### src/hw/cache_sim_defines.svh
// Cache geometry, address split, queue depth and counter width macros
`ifndef CACHE_SIM_DEFINES_SVH
`define CACHE_SIM_DEFINES_SVH

// Set count and address split
`define CS_SETS        16
`define CS_INDEX_BITS  4
`define CS_OFFSET_BITS 6
`define CS_ADDR_BITS   32
// Tag is whatever is left above index and offset
`define CS_TAG_BITS    22

// Ways per cache
`define CS_D_WAYS      8
`define CS_I_WAYS      4
// LRU age width, enough to rank 8 ways
`define CS_LRU_BITS    3

// Command queue depth, equal to the host credit pool
`define CS_CMD_CREDITS 4
`define CS_CNT_BITS    16

`endif

### src/hw/cache_sim_pkg.sv
// Opcode, MESI state and controller state enums
package cache_sim_pkg;

    // Trace command opcodes
    typedef enum logic [3:0] {
        CMD_RD_DATA = 4'd0,
        CMD_WR_DATA = 4'd1,
        CMD_FETCH   = 4'd2,
        // Snoops from another agent
        CMD_SNP_INV = 4'd3,
        CMD_SNP_RD  = 4'd4,
        // Reset both caches
        CMD_CLEAR   = 4'd8
    } cmd_op_e;

    // Line coherence states
    typedef enum logic [1:0] {
        MESI_I = 2'd0,
        MESI_S = 2'd1,
        MESI_E = 2'd2,
        MESI_M = 2'd3
    } mesi_e;

    // Access controller FSM
    typedef enum logic [1:0] {
        ST_IDLE   = 2'd0,
        ST_LOOKUP = 2'd1,
        ST_UPDATE = 2'd2,
        ST_CLEAR  = 2'd3
    } ctrl_state_e;

endpackage

### src/hw/cmd_decoder.sv
// Credit-managed command queue with tag and set index split
`timescale 1ns/1ps
`include "cache_sim_defines.svh"

module cmd_decoder import cache_sim_pkg::*; (
    input  logic                      clk,
    input  logic                      rst_n_i,
    input  logic                      cmd_valid_i,
    input  cmd_op_e                   cmd_op_i,
    input  logic [`CS_ADDR_BITS-1:0]  cmd_addr_i,
    input  logic                      dec_pop_i,
    output logic                      dec_valid_o,
    output cmd_op_e                   dec_op_o,
    output logic [`CS_TAG_BITS-1:0]   dec_tag_o,
    output logic [`CS_INDEX_BITS-1:0] dec_index_o,
    output logic                      cmd_credit_o
);
    localparam int PTR_BITS = $clog2(`CS_CMD_CREDITS);

    // Queue storage, offset bits are dropped on entry
    cmd_op_e                   op_q  [`CS_CMD_CREDITS];
    logic [`CS_TAG_BITS-1:0]   tag_q [`CS_CMD_CREDITS];
    logic [`CS_INDEX_BITS-1:0] idx_q [`CS_CMD_CREDITS];

    logic [PTR_BITS-1:0] wr_ptr_q;
    logic [PTR_BITS-1:0] rd_ptr_q;
    logic [PTR_BITS:0]   count_q;

    // Wrap at queue depth
    function automatic logic [PTR_BITS-1:0] ptr_inc(input logic [PTR_BITS-1:0] p);
        return (p == PTR_BITS'(`CS_CMD_CREDITS - 1)) ? '0 : p + 1'b1;
    endfunction

    always_ff @(posedge clk) begin
        if (cmd_valid_i) begin
            op_q[wr_ptr_q]  <= cmd_op_i;
            tag_q[wr_ptr_q] <= cmd_addr_i[`CS_ADDR_BITS-1 -: `CS_TAG_BITS];
            idx_q[wr_ptr_q] <= cmd_addr_i[`CS_OFFSET_BITS +: `CS_INDEX_BITS];
        end
    end

    always_ff @(posedge clk or negedge rst_n_i) begin
        if (!rst_n_i) begin
            wr_ptr_q     <= '0;
            rd_ptr_q     <= '0;
            count_q      <= '0;
            cmd_credit_o <= 1'b0;
        end else begin
            if (cmd_valid_i)
                wr_ptr_q <= ptr_inc(wr_ptr_q);
            if (dec_pop_i)
                rd_ptr_q <= ptr_inc(rd_ptr_q);
            count_q <= count_q + (PTR_BITS+1)'(cmd_valid_i) - (PTR_BITS+1)'(dec_pop_i);
            // One credit back per entry handed to execute
            cmd_credit_o <= dec_pop_i;
        end
    end

    // Head of queue, valid whenever not empty
    assign dec_valid_o = (count_q != '0);
    assign dec_op_o    = op_q[rd_ptr_q];
    assign dec_tag_o   = tag_q[rd_ptr_q];
    assign dec_index_o = idx_q[rd_ptr_q];

    // Host sent without a credit
    a_no_push_full: assert property (@(posedge clk) disable iff (!rst_n_i)
        cmd_valid_i |-> (count_q < `CS_CMD_CREDITS))
        else $error("command pushed into full queue");

    // Controller popped an empty queue
    a_no_pop_empty: assert property (@(posedge clk) disable iff (!rst_n_i)
        dec_pop_i |-> dec_valid_o)
        else $error("pop from empty command queue");

endmodule

### config.mk
export PLATFORM = sky130hd
export DESIGN_NAME = cmd_decoder
export DESIGN_NICKNAME = d
export VERILOG_FILES = /design/src/hw/cache_sim_pkg.sv /design/src/hw/cmd_decoder.sv
export VERILOG_INCLUDE_DIRS = /design/src /design/src/hw
export SDC_FILE = /design/constraint.sdc
export NUM_CORES = 1
export LEC_CHECK = 0
export ABC_AREA = 0
export BUFFER_PORTS_ARGS = -buffer_cell sky130_fd_sc_hd__buf_2
export CAP_MARGIN = 15
export CORE_UTILIZATION = 40
export CTS_CLUSTER_SIZE = 30
export DETAILED_ROUTE_END_ITERATION = 6
export PLACE_DENSITY = 0.63
export SLEW_MARGIN = 20
export SYNTH_ARGS = -nofsm -noshare
export SYNTH_HDL_FRONTEND = slang
export SYNTH_SLANG_ARGS = --single-unit
### constraint.sdc
create_clock -name clk -period 2.6 [get_ports clk]
set_clock_uncertainty 0.1 [all_clocks]
set_input_delay 0.26 -clock clk [delete_from_list [all_inputs] [get_ports clk]]
set_output_delay 0.26 -clock clk [all_outputs]
set_load 0.03 [all_outputs]
==> flow_summary.yaml, run 1 <==
synth:
  synth_compound_area_share_pct: 0.208
  synth.avg_cell_area_um2: 24.9
  syn_nets: 241
  synth_top_family_by_area: "multiplexers"
  synth_xor_area_share_pct: 0.365
  yosysWarnings: 0
  netlist_instances: 193
  synthAdderAreaFrac_pct: 2.24
  muxShareOfSynthArea_pct: 14.7
  synth.cell_area_um2: 4800
  synth-seq-area-share_pct: 79.2
  synth-simple-area-share_pct: 0.990
  ys_types: 18
  ys_seq_elements: 128
clock_network:
  h-tree-depth: 4
  cts_setup_buffers: 0
  cts_buffers: 17
  clockBufferDepth: 2
  cts_root_buf: "clkbuf_16"
  clock_sinks: 128
  worstSkewPairLatency_ps: 400
  clk_pin_slew_ps: 50
  cts_tree: "done"
setup_path:
  path_buf_inv: 2
  crit_slowest_cell: "dfrtp_4"
  crit_chain: "buf_12 -> mux4_2 -> buf_2"
  max_stage_delay_ps: 670
  arrival_ps: 2020
  start_kind: "register"
  critPathKind: "reg2out"
  end_kind: "output pin"
  crit_family: "flip-flops"
  cp.required_ps: 2240
  cp_max_fo: 19
pwr:
  peakVddDrop_v: 0.000727
  switchingPower_w: 0.00233
  p_seq_share_pct: 36.3
  p_leak_nw: 2.29
  intPower_w: 0.00548
  power_frac_comb_pct: 28.9
  power_density_nw_per_um2: 1230
  p_clk_share_pct: 34.9
  swShare_pct: 29.9
global_route:
  grt_pass1_vias: 2519
  grt-ovfl-total: 0
  grt_max_degree: 31
  grt_antenna_before_repair: 0
  grtUsageTotal_pct: 14.7
  grt_pass1_wl_um: 13100
worst_hold_path:
  hold_path_class: "in2reg"
final_layout:
  drive_gt1_share_pct: 43.8
  multi_input_area_um2: 893
  diodes: 0
  fill_cells: 900
  utilization_pct: 55.1
  final_nets: 357
  syn_to_final_growth_pct: 32.6
  seqCellArea_um2: 3810
die:
  die_h_um: 112
  fp.dieW_um: 112
  die_area_um2: 12400
  core_um2: 11600
  start_util_pct: 41.5
  num_io_pins: 72
  rows: 39
timing:
  grt_setup_unrepaired: "no"
  finalSetupViolCount: 0
  drv_slew: 0
  slew_headroom_pct: 66.2
  min_period_ps: 2380
  tightestPinTransition_ps: 507
  max_clock_freq_ghz: 0.420
  period_share_pct: 91.6
  finalHoldViolCount: 0
  tns_ps: 0
  holdWs_ps: 39.8
drt:
  routed_wl_um: 8180
  routedWlPerCell_um: 17.6
  vias_per_cell: 4.84
  dr.pass1.iters: 7
  route.detailed.drc: 4
  drtAntennaViolNets: 0
  num_vias: 2250
  drt_iter0_drc: 98
placed_design:
  gp_congestion: 0.640
  dp_hpwl_um: 4760
  io_buffers: 65
flow_run:
  cap_violations: 0
outcome:
  status: "finished with violations"
  violations: "DRC"
[worst register-to-register path: stages (launching register included)]
cell     delay [ps]
dfrtp_1         400
inv_1           110
ha_1            150
and2_2          460
buf_12          230
[cell usage in the layout (no fill, tap or decap), types with 2 or more instances in the layout]
cell,count
bufinv_16,7
mux4_1,2
clkinvlp_4,3
dlygate4sd3_1,32
buf_2,65
buf_12,6
o21ai_0,2
clkinv_4,2
ha_1,7
dfrtp_1,6
clkbuf_16,17
edfxtp_1,120
xnor2_1,2
mux2_2,2
mux4_2,28
and2_2,4
clkinv_2,3
inv_1,6
[metal layers]
layer | routed length (µm) | global-route usage (%)
met2 | 4120 | 23.6
met3 | 322 | 5.82
met5 | 0 | 0
met1 | 3670 | 17.9
met4 | 70 | 5.68
[logic make-up after synthesis]
kind of cell / Yosys count
AO/OA/AOI/OAI: 2
XOR/XNOR: 2
adder cells (fa/ha/maj): 8
buffers and inverters: 13
flip-flops: 128
multiplexers: 32
AND/OR/NAND/NOR: 8
[metrics by stage]
stage                     total power [W]  std cells  cell area [µm²]  worst slack, ps
after floorplan                   0.00453        193             4800              753
after global placement            0.00510        401             5350              473
after detailed placement          0.00515        401             5350              446
after CTS                         0.00793        465             6360             1.27
after global routing              0.00817        465             6370              103
final                             0.00782        465             6370              218
[power by group through the flow]
stage	Combinational, W	Clock (W)	Sequential (W)
floorplan	0.00176	0	0.00277
global placement	0.00224	0	0.00286
detailed placement	0.00227	0	0.00288
CTS	0.00231	0.00278	0.00284
global route	0.00241	0.00288	0.00288
finish	0.00226	0.00273	0.00283
[sequential cells by signal, summed over array words and instances (netlist names)]
name and flops:
cmd_credit_o 1, op_q 16, wr_ptr_q 2, rd_ptr_q 2, idx_q 16, tag_q 88, count_q 3
[Yosys cell counts (all sizes together)]
cell type,count,area [µm²]
dfrtp,8,200
mux4,30,683
fa,1,20.0
inv,6,22.5
or3,1,6.26
and2,4,25.0
o21ai,2,10.0
edfxtp,120,3600
mux2,2,22.5
ha,7,87.6
buf,7,86.3
nor2,1,3.75
xnor2,2,17.5
nand2,1,3.75
or3b,1,8.76
[cell type report]
class                           count  area share (%)
Clock buffer                       17            6.68
Clock inverter                     15            4.17
Inverter                            6           0.354
Multi-Input combinational cell     52            14.0
Sequential cell                   128            59.8
Tap cell                          143            2.81
Timing Repair Buffer              104            12.1
[repair_timing]
item,in CTS,in global routing
hold endpoints to repair,129,0
gates resized for setup,0,1
hold buffers,32,0
setup endpoints to repair,0,16
[worst paths after layout]
path | cells after the start | start | slack [ps] | end
setup / recovery | 3 | rd_ptr_q[0]$_DFFE_PN0P_ | 220 | dec_tag_o[1]
hold / removal | 2 | cmd_valid_i | 40 | wr_ptr_q[0]$_DFFE_PN0P_
setup reg to reg | 4 | wr_ptr_q[1]$_DFFE_PN0P_ | 840 | tag_q[0][11]$_DFFE_PP_
hold reg to reg | 1 | count_q[2]$_DFF_PN0_ | 380 | count_q[2]$_DFF_PN0_
max in group asynchronous | 2 | rst_n_i | 2100 | rd_ptr_q[0]$_DFFE_PN0P_
min in group asynchronous | 2 | rst_n_i | 110 | cmd_credit_o$_DFF_PN0_
Power figures use the tool's default switching activity.
==> run 2, diff against run 1 <==
--- a/config.mk
+++ b/config.mk
@@ -10,3 +10,3 @@
 export BUFFER_PORTS_ARGS = -buffer_cell sky130_fd_sc_hd__buf_2
-export CAP_MARGIN = 15
+export CAP_MARGIN = 20
 export CORE_UTILIZATION = 40
==> constraint.sdc (replaced) <==
create_clock -name clk -period 2.8 [get_ports clk]
set_clock_uncertainty 0.1 [all_clocks]
set_input_delay 0.28 -clock clk [delete_from_list [all_inputs] [get_ports clk]]
set_output_delay 0.28 -clock clk [all_outputs]
set_load 0.1 [all_outputs]
==> run 2 against run 1 <==
The run still ends with DRC left; setup slack better by 120 ps; hold slack better by 28 ps; routed wire length down 1.1%; core utilization shrank 1.0 points; final cell count grew 0.43%; sequential cell count unchanged; global-route usage decreased by 0.22 points; critical path type unchanged; critical endpoint is now dec_tag_o[0].
==> flow_summary.yaml, run 2 (synthesized netlist as in run 1, its figures left out) <==
drt:
  route.detailed.drc: 4
  routed_wl_um: 8090
  drt_iter0_drc: 65
  num_vias: 2276
  drtAntennaViolNets: 0
  routedWlPerCell_um: 17.3
  dr.pass1.iters: 7
  vias_per_cell: 4.87
clock_network:
  h-tree-depth: 4
  cts_tree: "done"
  clock_sinks: 128
  cts.repair.resized: 0
  worstSkewPairLatency_ps: 410
  cts_buffers: 17
  clockBufferDepth: 2
  clk_pin_slew_ps: 50
  cts_root_buf: "clkbuf_16"
timing:
  tightestPinTransition_ps: 557
  drv_slew: 0
  holdWs_ps: 67.8
  fin_ws_ps: 338
  finalSetupViolCount: 0
  slew_headroom_pct: 62.9
  grt_setup_unrepaired: "no"
  min_period_ps: 2460
  period_share_pct: 87.9
  finalHoldViolCount: 0
  tns_ps: 0
  max_clock_freq_ghz: 0.406
global_route:
  use_met2_pct: 22.2
  grtUsageTotal_pct: 14.4
  grt_use_met1_pct: 17.8
  grt_pass1_vias: 2448
  grt_max_degree: 31
  use_met3_pct: 5.44
  grt-ovfl-total: 0
  grt_antenna_before_repair: 0
  grt_busiest_layer: "met2"
  grt_pass1_wl_um: 12800
setup_path:
  cp-startpoint: "rd_ptr_q[1]$_DFFE_PN0P_"
  cp.depth: 3
  path_buf_inv: 2
  reg2reg_to: "tag_q[1][10]$_DFFE_PP_"
  end_kind: "output pin"
  crit_chain: "buf_4 -> mux4_2 -> buf_2"
  arrival_ps: 2080
  critPathCapture: "dec_tag_o[0]"
  max_stage_delay_ps: 650
  start_kind: "register"
  crit_slowest_cell: "dfrtp_2"
  cp.required_ps: 2420
  critPathKind: "reg2out"
  cp_max_fo: 18
  ff2ff_path_depth: 4
  reg2reg_slack_ps: 990
  r2r_start: "wr_ptr_q[1]$_DFFE_PN0P_"
  crit_family: "buffers and inverters"
die:
  fp.dieW_um: 112
  rows: 39
  core_um2: 11600
  num_io_pins: 72
  start_util_pct: 41.5
  die_h_um: 112
  die_area_um2: 12400
worst_hold_path:
  hold_path_class: "in2reg"
final_layout:
  largest_register_ffs: 88
  layout_common_cells: "edfxtp_1 (120), buf_2 (65), dlygate4sd3_1 (32)"
  final_nets: 359
  diodes: 0
  reg_top3: "tag_q x88, idx_q x16, op_q x16"
  drive_gt1_share_pct: 42.6
  top_register: "tag_q"
  layout_commonest_cell: "edfxtp_1"
  syn_to_final_growth_pct: 30.2
placed_design:
  io_buffers: 65
  place_ws_ps: 714
  gp_congestion: 0.637
  dp_hpwl_um: 4870
flow_run:
  cap_violations: 0
outcome:
  violations: "DRC"
  status: "finished with violations"
==> run 2: changes by cell type in the layout (fill, tap and decap cells not counted), moves of 2 or more <==
cell / delta
bufinv_16: -2
clkbuf_1: +2
clkinv_1: +3
buf_4: +7
buf_12: -5
clkinvlp_4: -2
==> run 2: layout make-up <==
cell class,count,area (µm²)
fillers,908,5310
flip-flops and latches,128,3810
multi-input cells,52,893
repair buffers,106,726
clock buffers,19,433
clock inverters,13,193
well taps,143,179
inverters,6,22.5
==> run 2: how the worst min path moves through the flow <==
stage                start                       to  slack (ps)  cells past startpoint
2_1_floorplan      rst_n_i   cmd_credit_o$_DFF_PN0_        -120                      0
3_3_place_gp       rst_n_i  wr_ptr_q[1]$_DFFE_PN0P_          30                      1
3_5_place_dp       rst_n_i  wr_ptr_q[1]$_DFFE_PN0P_          30                      1
4_1_cts        cmd_valid_i  wr_ptr_q[0]$_DFFE_PN0P_          50                      2
5_1_grt        cmd_valid_i  wr_ptr_q[1]$_DFFE_PN0P_          90                      2
6_report       cmd_valid_i  wr_ptr_q[0]$_DFFE_PN0P_          70                      2
==> run 2: per-layer routing <==
metal  part of all wire [%]  vias to the layer above
met3                    4.8                       12
met5                      0                        -
li1                       -                     1042
met4                    1.4                        0
met1                     44                     1168
met2                     50                       54
==> run 2: repair_timing <==
item | 4_1_cts | 5_1_grt
endpoints found under the hold margin | 129 | 0
setup buffers | 0 | 0
hold buffers | 32 | 0
==> run 2: worst register-to-register path, cell delays in order (launching register included) <==
cell	delay, ps
dfrtp_1	390
inv_1	100
ha_1	150
and2_2	500
buf_4	280
==> run 2: per-stage QoR <==
stage / utilization (%) / cells / area [µm²]
after floorplan: - / 193 / 4800
after global placement: 45.9 / 403 / 5310
after detailed placement: 45.9 / 403 / 5310
after CTS: 54.1 / 467 / 6250
after global routing: 54.1 / 467 / 6250
final: 54.1 / 467 / 6250
Power of run 2 is not shown: default switching activity piles up to over one toggle a cycle in this logic, so the estimate is an artifact.
