`src/hw/cache_sim_defines.svh`:
```
// Cache geometry, address split, queue depth and counter width macros
`ifndef CACHE_SIM_DEFINES_SVH
`define CACHE_SIM_DEFINES_SVH

// Set count and address split
`define CS_SETS        16
`define CS_INDEX_BITS  4
`define CS_OFFSET_BITS 6
`define CS_ADDR_BITS   32
// Tag is whatever is left above index and offset
`define CS_TAG_BITS    22

// Ways per cache
`define CS_D_WAYS      8
`define CS_I_WAYS      4
// LRU age width, enough to rank 8 ways
`define CS_LRU_BITS    3

// Command queue depth, equal to the host credit pool
`define CS_CMD_CREDITS 4
`define CS_CNT_BITS    16

`endif

```
`src/hw/cache_sim_pkg.sv`:
```
// Opcode, MESI state and controller state enums
package cache_sim_pkg;

    // Trace command opcodes
    typedef enum logic [3:0] {
        CMD_RD_DATA = 4'd0,
        CMD_WR_DATA = 4'd1,
        CMD_FETCH   = 4'd2,
        // Snoops from another agent
        CMD_SNP_INV = 4'd3,
        CMD_SNP_RD  = 4'd4,
        // Reset both caches
        CMD_CLEAR   = 4'd8
    } cmd_op_e;

    // Line coherence states
    typedef enum logic [1:0] {
        MESI_I = 2'd0,
        MESI_S = 2'd1,
        MESI_E = 2'd2,
        MESI_M = 2'd3
    } mesi_e;

    // Access controller FSM
    typedef enum logic [1:0] {
        ST_IDLE   = 2'd0,
        ST_LOOKUP = 2'd1,
        ST_UPDATE = 2'd2,
        ST_CLEAR  = 2'd3
    } ctrl_state_e;

endpackage

```
`src/hw/cache_stats.sv`:
```
// Registered response output and hit, miss, read and write counters
`timescale 1ns/1ps
`include "cache_sim_defines.svh"

module cache_stats import cache_sim_pkg::*; (
    input  logic                          clk,
    input  logic                          rst_n_i,
    input  logic                          ex_done_i,
    input  cmd_op_e                       ex_op_i,
    input  logic                          ex_hit_i,
    input  logic [$clog2(`CS_D_WAYS)-1:0] ex_way_i,
    input  mesi_e                         ex_mesi_i,
    output logic                          rsp_valid_o,
    output logic                          rsp_hit_o,
    output logic [$clog2(`CS_D_WAYS)-1:0] rsp_way_o,
    output mesi_e                         rsp_mesi_o,
    output logic [`CS_CNT_BITS-1:0]       hits_o,
    output logic [`CS_CNT_BITS-1:0]       misses_o,
    output logic [`CS_CNT_BITS-1:0]       reads_o,
    output logic [`CS_CNT_BITS-1:0]       writes_o
);
    logic is_access;

    // Only reads, writes and fetches count
    assign is_access = ex_op_i inside {CMD_RD_DATA, CMD_WR_DATA, CMD_FETCH};

    // Response payload
    always_ff @(posedge clk) begin
        if (ex_done_i) begin
            rsp_hit_o  <= ex_hit_i;
            rsp_way_o  <= ex_way_i;
            rsp_mesi_o <= ex_mesi_i;
        end
    end

    always_ff @(posedge clk or negedge rst_n_i) begin
        if (!rst_n_i) begin
            rsp_valid_o <= 1'b0;
            hits_o      <= '0;
            misses_o    <= '0;
            reads_o     <= '0;
            writes_o    <= '0;
        end else begin
            rsp_valid_o <= ex_done_i;
            if (ex_done_i && ex_op_i == CMD_CLEAR) begin
                hits_o   <= '0;
                misses_o <= '0;
                reads_o  <= '0;
                writes_o <= '0;
            end else if (ex_done_i && is_access) begin
                if (ex_hit_i)
                    hits_o <= hits_o + 1'b1;
                else
                    misses_o <= misses_o + 1'b1;
                if (ex_op_i == CMD_WR_DATA)
                    writes_o <= writes_o + 1'b1;
                else
                    reads_o <= reads_o + 1'b1;  // data read or fetch
            end
        end
    end

endmodule

```
`config.mk`:
```
export PLATFORM = sky130hd
export DESIGN_NAME = cache_stats
export DESIGN_NICKNAME = d
export VERILOG_FILES = /design/src/hw/cache_sim_pkg.sv /design/src/hw/cache_stats.sv
export VERILOG_INCLUDE_DIRS = /design/src /design/src/hw
export SDC_FILE = /design/constraint.sdc
export NUM_CORES = 1
export LEC_CHECK = 0
export ABC_AREA = 1
export BUFFER_PORTS_ARGS = -buffer_cell sky130_fd_sc_hd__buf_2
export CAP_MARGIN = 20
export CORE_MARGIN = 2
export CORE_UTILIZATION = 55
export DETAILED_ROUTE_END_ITERATION = 8
export GPL_TIMING_DRIVEN = 0
export PLACE_DENSITY = 0.81
export REMOVE_ABC_BUFFERS = 1
export SLEW_MARGIN = 25
export SYNTH_ARGS = -nofsm -noshare
export SYNTH_HDL_FRONTEND = slang
export SYNTH_SLANG_ARGS = --single-unit
```
`constraint.sdc`:
```
create_clock -name clk -period 1.56 [get_ports clk]
set_input_delay 0.156 -clock clk [delete_from_list [all_inputs] [get_ports clk]]
set_output_delay 0.156 -clock clk [all_outputs]
set_load 0.05 [all_outputs]
```
==> run summary, run 1 <==
Yosys cell types - 29
Hold_ws - 0.0809 ns
PnR Total Power - 5.21 mW
Gr ovfl total - 0
Fin. max-slew vios - 0
First-pass GRT wire length - 15000 um
Worst Hold Endpoint - rsp_valid_o
Ys Warns - 0
Lkg Pwr - 2.44 nW
Commonest cells in the netlist - nand2_1 (133), nor2_1 (122), dfrtp_1 (65)
Clock Latency Late Sink - 0.36 ns
Largest net degree at the start of global routing - 53
Reg2reg setup slack - 0.13 ns
Async SR Flop Fraction - 91.5%
Worst slew pin tran - 0.725 ns
Hold Path Class - input pin to flop
Layout cell share with drive strength beyond 1 - 18.9%
Post-Syn Area - 3840 um^2
Most used cell, CP - nand3_1
Worst EP required - 1.79 ns
Maximum clock rate - 702 MHz
Crit-path max FO - 4
Minimum clock period - 1.43 ns
CTS Buf Count - 9
Starting density of the core - 56.6%
Slew HR - 51.5%
Post-synthesis sequential area ratio - 47.0%
Core area - 6790 um^2
# DRC - 0
Cell count along the critical path - 6
DIE WIDTH - 87.6 um
Final Setup Violations - 0
Reg-to-reg startpoint - writes_o[1]
Total GRT Usage - 25.0%
Number of synthesized flops with an enable pin - 6
Worst path slowest cell - dfrtp_1
R2R depth - 6
VDD IR max - 0.811 mV
Max stage delay on crit path - 0.40 ns
Final GP Congestion - 0.823
Final setup TNS - 0 ns
Average wire per standard cell - 12.8 um
CTS Sinks - 71
Most used flip-flop cell after synthesis - dfrtp_1
Hold path startpoint - ex_done_i
Cells after DPL - 698
Initial antenna violation count - 0
Deepest clock path buffer count - 2
Largest cells by area after synthesis - dfrtp_1 (42%), nand2_1 (13%), nor2_1 (12%), nand3_1 (6.0%), inv_1 (4.9%)
Routed vias - 3777
Status - complete, no violations
CP arrival - 1.65 ns
Diode count - 0
Final Hold Viols - 0
First-pass iteration count of the detailed router - 5
Drt initial violations - 189
# H-tree levels - 3
CP bufs+invs - 0
Max Cap Viol - 0
Fin crit share - 91.4%
Crit path max-delay family - simple AND/OR/NAND/NOR gates
Number of global-route vias before repair - 3304
NumNets Final - 640
I/O pin cnt - 84
WS Path Type - flop to flop
PwrDens - 1120 nW/um^2
TritonCTS clock tree - yes
Die H - 87.6 um
Most common cell in the netlist - nand2_1
Crit path launch type - flop
Antenna Violating Nets Remaining - 0
CTS Root Cell - clkbuf_8
Detailed Route WL - 9260 um
Worst Hold Depth - 1
Post-DP HPWL - 6130 um
Via density per instance - 5.22
Worst-path cell chain - ha_1 > nand3_1 > nor2_2 > nand3_1 > xor2_1 > nor2_1
Worst setup EP type - flop
Layout Skew - 0.00979 ns
Share of the synthesized area in the top cell type - 42.3%
Count of buffers from port buffering - 83
Cell row count - 30
Seq cells post-synth - 71
Critical R2R Capture - writes_o[10]
Synth Instances - 529
Die ar. - 7680 um^2
Synth area leader - dfrtp_1
Cell Count, Final, Fillers Out - 724
Clk slew on worst S/H paths - 0.07 ns
Synth-to-layout area growth - 21.3%
Syn_area_per_cell - 7.27 um^2
## how the worst max path moves through the flow
stage,from,endpoint
floorplan,misses_o[0],misses_o[12]
global placement,ex_done_i,reads_o[3]
detailed placement,ex_done_i,reads_o[12]
CTS,misses_o[0],misses_o[12]
global route,misses_o[0],misses_o[12]
finish,writes_o[1],writes_o[10]
## final cells by class
class / count / area, um^2
tap: 96 / 120
sequential: 71 / 1810
clock inverter: 3 / 40.0
fill: 597 / 2130
multi-input combinational: 396 / 1810
clock buffer: 13 / 160
timing repair buffer: 93 / 531
inverter: 52 / 195
## power breakdown
group / leakage, nW / switching (mW) / internal, mW
clock: 0.103 / 0.699 / 0.833
combinational: 1.40 / 1.08 / 0.331
sequential: 0.935 / 0.208 / 2.06
total: 2.44 / 1.99 / 3.22
## worst register-to-register path: cells and delay by family, from the launching register on
kind | cells | cell delay (ns)
adder cells (fa/ha/maj) | 1 | 0.21
XOR/XNOR | 1 | 0.20
flip-flops | 1 | 0.40
AND/OR/NAND/NOR | 4 | 0.50
## registers in the layout, indices dropped and copies added (netlist names)
name / cells
hits_o: 16
misses_o: 16
reads_o: 16
rsp_hit_o: 1
rsp_mesi_o: 2
rsp_valid_o: 1
rsp_way_o: 3
writes_o: 16
## metal layers
| layer | track usage [%] | part of all wire [%] | vias to the layer above |
|---|---|---|---|
| met5 | 0 | 0 | - |
| met2 | 40.2 | 49 | 130 |
| li1 | - | - | 1875 |
| met3 | 6.69 | 6.0 | 15 |
| met4 | 9.37 | 1.7 | 0 |
| met1 | 32.8 | 43 | 1757 |
## placed cells by master, fill, tap and decap left out, types with 3 or more instances in the layout
cell and count:
xor2_1 4, nand3_2 4, o21ai_0 11, clkbuf_8 9, buf_4 3, a21oi_1 34, dlygate4sd3_1 7, nand2_2 3
nor2_2 6, nor2_1 116, dfrtp_1 65, edfxtp_1 6, buf_2 82, clkbuf_1 3, and2_1 3, nand3_1 45
ha_1 3, nand2_1 133, nand4_1 10, nor3_1 13, inv_1 50
## stage by stage
| step | area [um^2] | worst slack (ns) | util, % |
|---|---|---|---|
| detailed placement | 4340 | -0.422 | 63.9 |
| global placement | 4310 | -0.419 | 63.5 |
| CTS | 4610 | 0.0367 | 67.9 |
| finish | 4670 | 0.135 | 68.7 |
| global route | 4670 | -0.0232 | 68.7 |
| floorplan | 3780 | -0.144 | - |
## cell families (layout without fill, tap and decap cells)
kind of cell / count (synthesis) / count (layout) / share of synthesized area, %
and+or+nand+nor: 339 / 340 / 37.5
DFF: 71 / 71 / 47.0
buffers and inverters: 63 / 161 / 6.83
AOI/OAI and AO/OA: 46 / 46 / 6.05
xor gates and xnor gates: 6 / 6 / 1.37
adders and majority gates: 4 / 4 / 1.30
## timing repair
item	in CTS	in global routing
gates cloned	1	0
hold buffers	6	1
setup buffers	0	2
gates resized for setup	0	9
hold endpoints to repair	70	1
setup endpoints to repair	12	10
Note: power is estimated with default switching activity, not from simulation.
==> run 2: changes to the inputs <==
--- a/config.mk
+++ b/config.mk
@@ -9,11 +9,13 @@
 export ABC_AREA = 1
 export BUFFER_PORTS_ARGS = -buffer_cell sky130_fd_sc_hd__buf_2
 export CAP_MARGIN = 20
-export CORE_MARGIN = 2
-export CORE_UTILIZATION = 55
+export CELL_PAD_IN_SITES_DETAIL_PLACEMENT = 1
+export CELL_PAD_IN_SITES_GLOBAL_PLACEMENT = 1
+export CORE_MARGIN = 8
+export CORE_UTILIZATION = 39
 export DETAILED_ROUTE_END_ITERATION = 8
 export GPL_TIMING_DRIVEN = 0
-export PLACE_DENSITY = 0.81
+export PLACE_DENSITY = 0.8
 export REMOVE_ABC_BUFFERS = 1
 export SLEW_MARGIN = 25
 export SYNTH_ARGS = -nofsm -noshare
==> run 2 against run 1 <==
Wire length grew 26%. Final cell count up 5.4%. Design area increased by 1.4%. Highest routed layer is now met5.
==> run summary, run 2 (synthesized netlist as in run 1, its figures left out) <==
Worst Setup Slack, final - 0.121 ns (-0.0143 ns)
Initial antenna violation count - 1 (+1)
Cell Count, Final, Fillers Out - 763 (+5.4%)
Starting density of the core - 39.7% (-17 points)
Clk pwr share - 27.3% (-2.1 points)
Crit path launch type - flop
Commonest cells after routing, fill and taps aside - nand2_1 (133), nor2_1 (113), buf_2 (82), dfrtp_1 (64), inv_1 (50)
Number of fill cells - 1274 (+110%)
PnR Total Power - 5.18 mW (-0.53%)
Fin crit share - 92.3% (+0.91 points)
DIE WIDTH - 115 um (+32%)
Layout Skew - 0.00471 ns (-0.00508 ns)
Total GRT Usage - 18.3% (-6.8 points)
Met3 Track Usage GR - 3.52% (-3.2 points)
Slew HR - 47.4% (-4.1 points)
RSZ-0062 raised after global routing - true
Largest net degree at the start of global routing - 38 (-28%)
CTS Buf Count - 9 (unchanged)
Max Cap Viol - 0 (unchanged)
Worst Hold Depth - 1 (unchanged)
# DRC - 0 (unchanged)
Die ar. - 13300 um^2 (+73%)
Place WS - -0.589 ns (-0.166 ns)
Average wire per standard cell - 15.3 um (+20%)
Layout Utilization - 48.8% (-20 points)
Hold_ws - 0.0180 ns (-0.0629 ns)
GR Util met2 - 32.0% (-8.2 points)
Post-route cell area - 4730 um^2 (+1.4%)
Maximum clock rate - 695 MHz (-0.99%)
Final Setup Violations - 0 (unchanged)
Cell row count - 36 (+20%)
R2R depth - 8 (+2)
PwrDens - 1100 nW/um^2 (-1.9%)
Fin. max-slew vios - 0 (unchanged)
Worst EP required - 1.80 ns (about the same)
Drt initial violations - 114 (-40%)
Gr ovfl total - 0 (unchanged)
Lkg Pwr - 2.43 nW (-0.31%)
Synth-to-layout area growth - 23.0%
Die H - 115 um (+32%)
Final Hold Viols - 0 (unchanged)
Internal - 3.15 mW (-2.1%)
VDD IR max - 0.658 mV (-19%)
Cells after DPL - 735 (+5.3%)
Status - complete, no violations
Clk slew on worst S/H paths - 0.08 ns (about the same)
Worst slew pin tran - 0.786 ns (+0.0612 ns)
CTS Sinks - 71 (unchanged)
Minimum clock period - 1.44 ns (+0.0143 ns)
Switching Fraction - 39.2% (+1.0 points)
Seq. cell area - 1810 um^2 (about the same)
First-pass iteration count of the detailed router - 4 (-1)
Via density per instance - 5.05 (-3.2%)
Placed Area - 4380 um^2 (+0.89%)
Clock Latency Late Sink - 0.35 ns (about the same)
WS Path Type - flop to flop
Combinational share of power - 28.9% (+1.8 points)
Sw Pwr - 2.03 mW (+2.1%)
Number of global-route vias before repair - 4000 (+21%)
Top Usage Layer GRT - met2
Diode count - 0 (unchanged)
Multi-input logic area - 1850 um^2 (+2.2%)
CP arrival - 1.68 ns (+0.03 ns)
Layout cell share with drive strength beyond 1 - 20.0% (+1.1 points)
Worst setup EP type - flop
Antenna Violating Nets Remaining - 0 (unchanged)
First-pass GRT wire length - 19500 um (+30%)
Most common cell after layout, fill and taps aside - nand2_1
Count of buffers from port buffering - 83 (unchanged)
Flop pwr share - 43.9% (+0.4 points)
CTS Root Cell - clkbuf_8
Routed vias - 3855 (+2.1%)
Core area - 9680 um^2 (+43%)
Hold Path Class - input pin to flop
Deepest clock path buffer count - 2 (unchanged)
I/O pin cnt - 84 (unchanged)
Post-DP HPWL - 8160 um (+33%)
# H-tree levels - 3 (unchanged)
Met1 Usage GRT - 21.6% (-11 points)
NumNets Final - 642 (+0.31%)
Final GP Congestion - 0.773 (-6.1%)
Final setup TNS - 0 ns (unchanged)
Detailed Route WL - 11700 um (+26%)
Crit-path max FO - 4 (unchanged)
TritonCTS clock tree - yes
==> run 2: cell count changes in the layout (fill, tap and decap cells not counted), moves of 2 or more <==
cell      delta
clkinv_1     +3
nand2_2      -3
nand2_4      +3
clkbuf_1     -2
nor2_2       +4
buf_4        +2
nor2_1       -3
==> run 2: final timing paths <==
path / startpoint / endpoint / slack [ns]
max reg2reg: misses_o[0] / misses_o[12] / 0.12
min in group asynchronous: rst_n_i / writes_o[13] / 0.30
min reg2reg: misses_o[15] / misses_o[15] / 0.55
min: ex_hit_i / rsp_hit_o / 0.02
max: misses_o[0] / misses_o[12] / 0.12
max in group asynchronous: rst_n_i / hits_o[2] / 0.71
==> run 2: timing repair <==
action                                  in CTS  in global routing
hold buffers                                 6                  0
endpoints found under the setup margin      39                 28
resized for setup                            0                 17
pin swaps                                    0                  0
endpoints found under the hold margin       33                  0
setup buffers                                0                  4
gates cloned                                 1                  1
==> run 2: worst max-delay path, cell delays in order (launching register included) <==
cell     delay [ns]
dfrtp_1        0.39
ha_1           0.22
nand2_1        0.09
nor2_2         0.18
nand2_1        0.11
nor2_1         0.13
nand3_1        0.09
nand2_1        0.07
nor2_1         0.06
==> run 2: cell type report <==
cell class	count	share of cell area, %
Multi-Input combinational cell	397	39.2
Sequential cell	71	38.2
Timing Repair Buffer	94	11.2
Inverter	52	4.13
Tap cell	133	3.52
Clock buffer	10	2.70
Clock inverter	6	1.08
==> run 2: power by group through the flow <==
stage / registers [mW] / logic (mW) / clock network [mW]
2_1_floorplan: 2.95 / 0.318 / 0
4_1_cts: 2.28 / 1.41 / 1.45
6_report: 2.27 / 1.50 / 1.41
3_5_place_dp: 2.31 / 1.39 / 0
3_3_place_gp: 2.29 / 1.34 / 0
5_1_grt: 2.31 / 1.61 / 1.54
==> run 2: per-layer routing <==
metal  wire (um)  part of all wire, %
met5           8                0.069
met3         552                  4.7
met4         204                  1.7
met2        5800                   50
met1        5110                   44
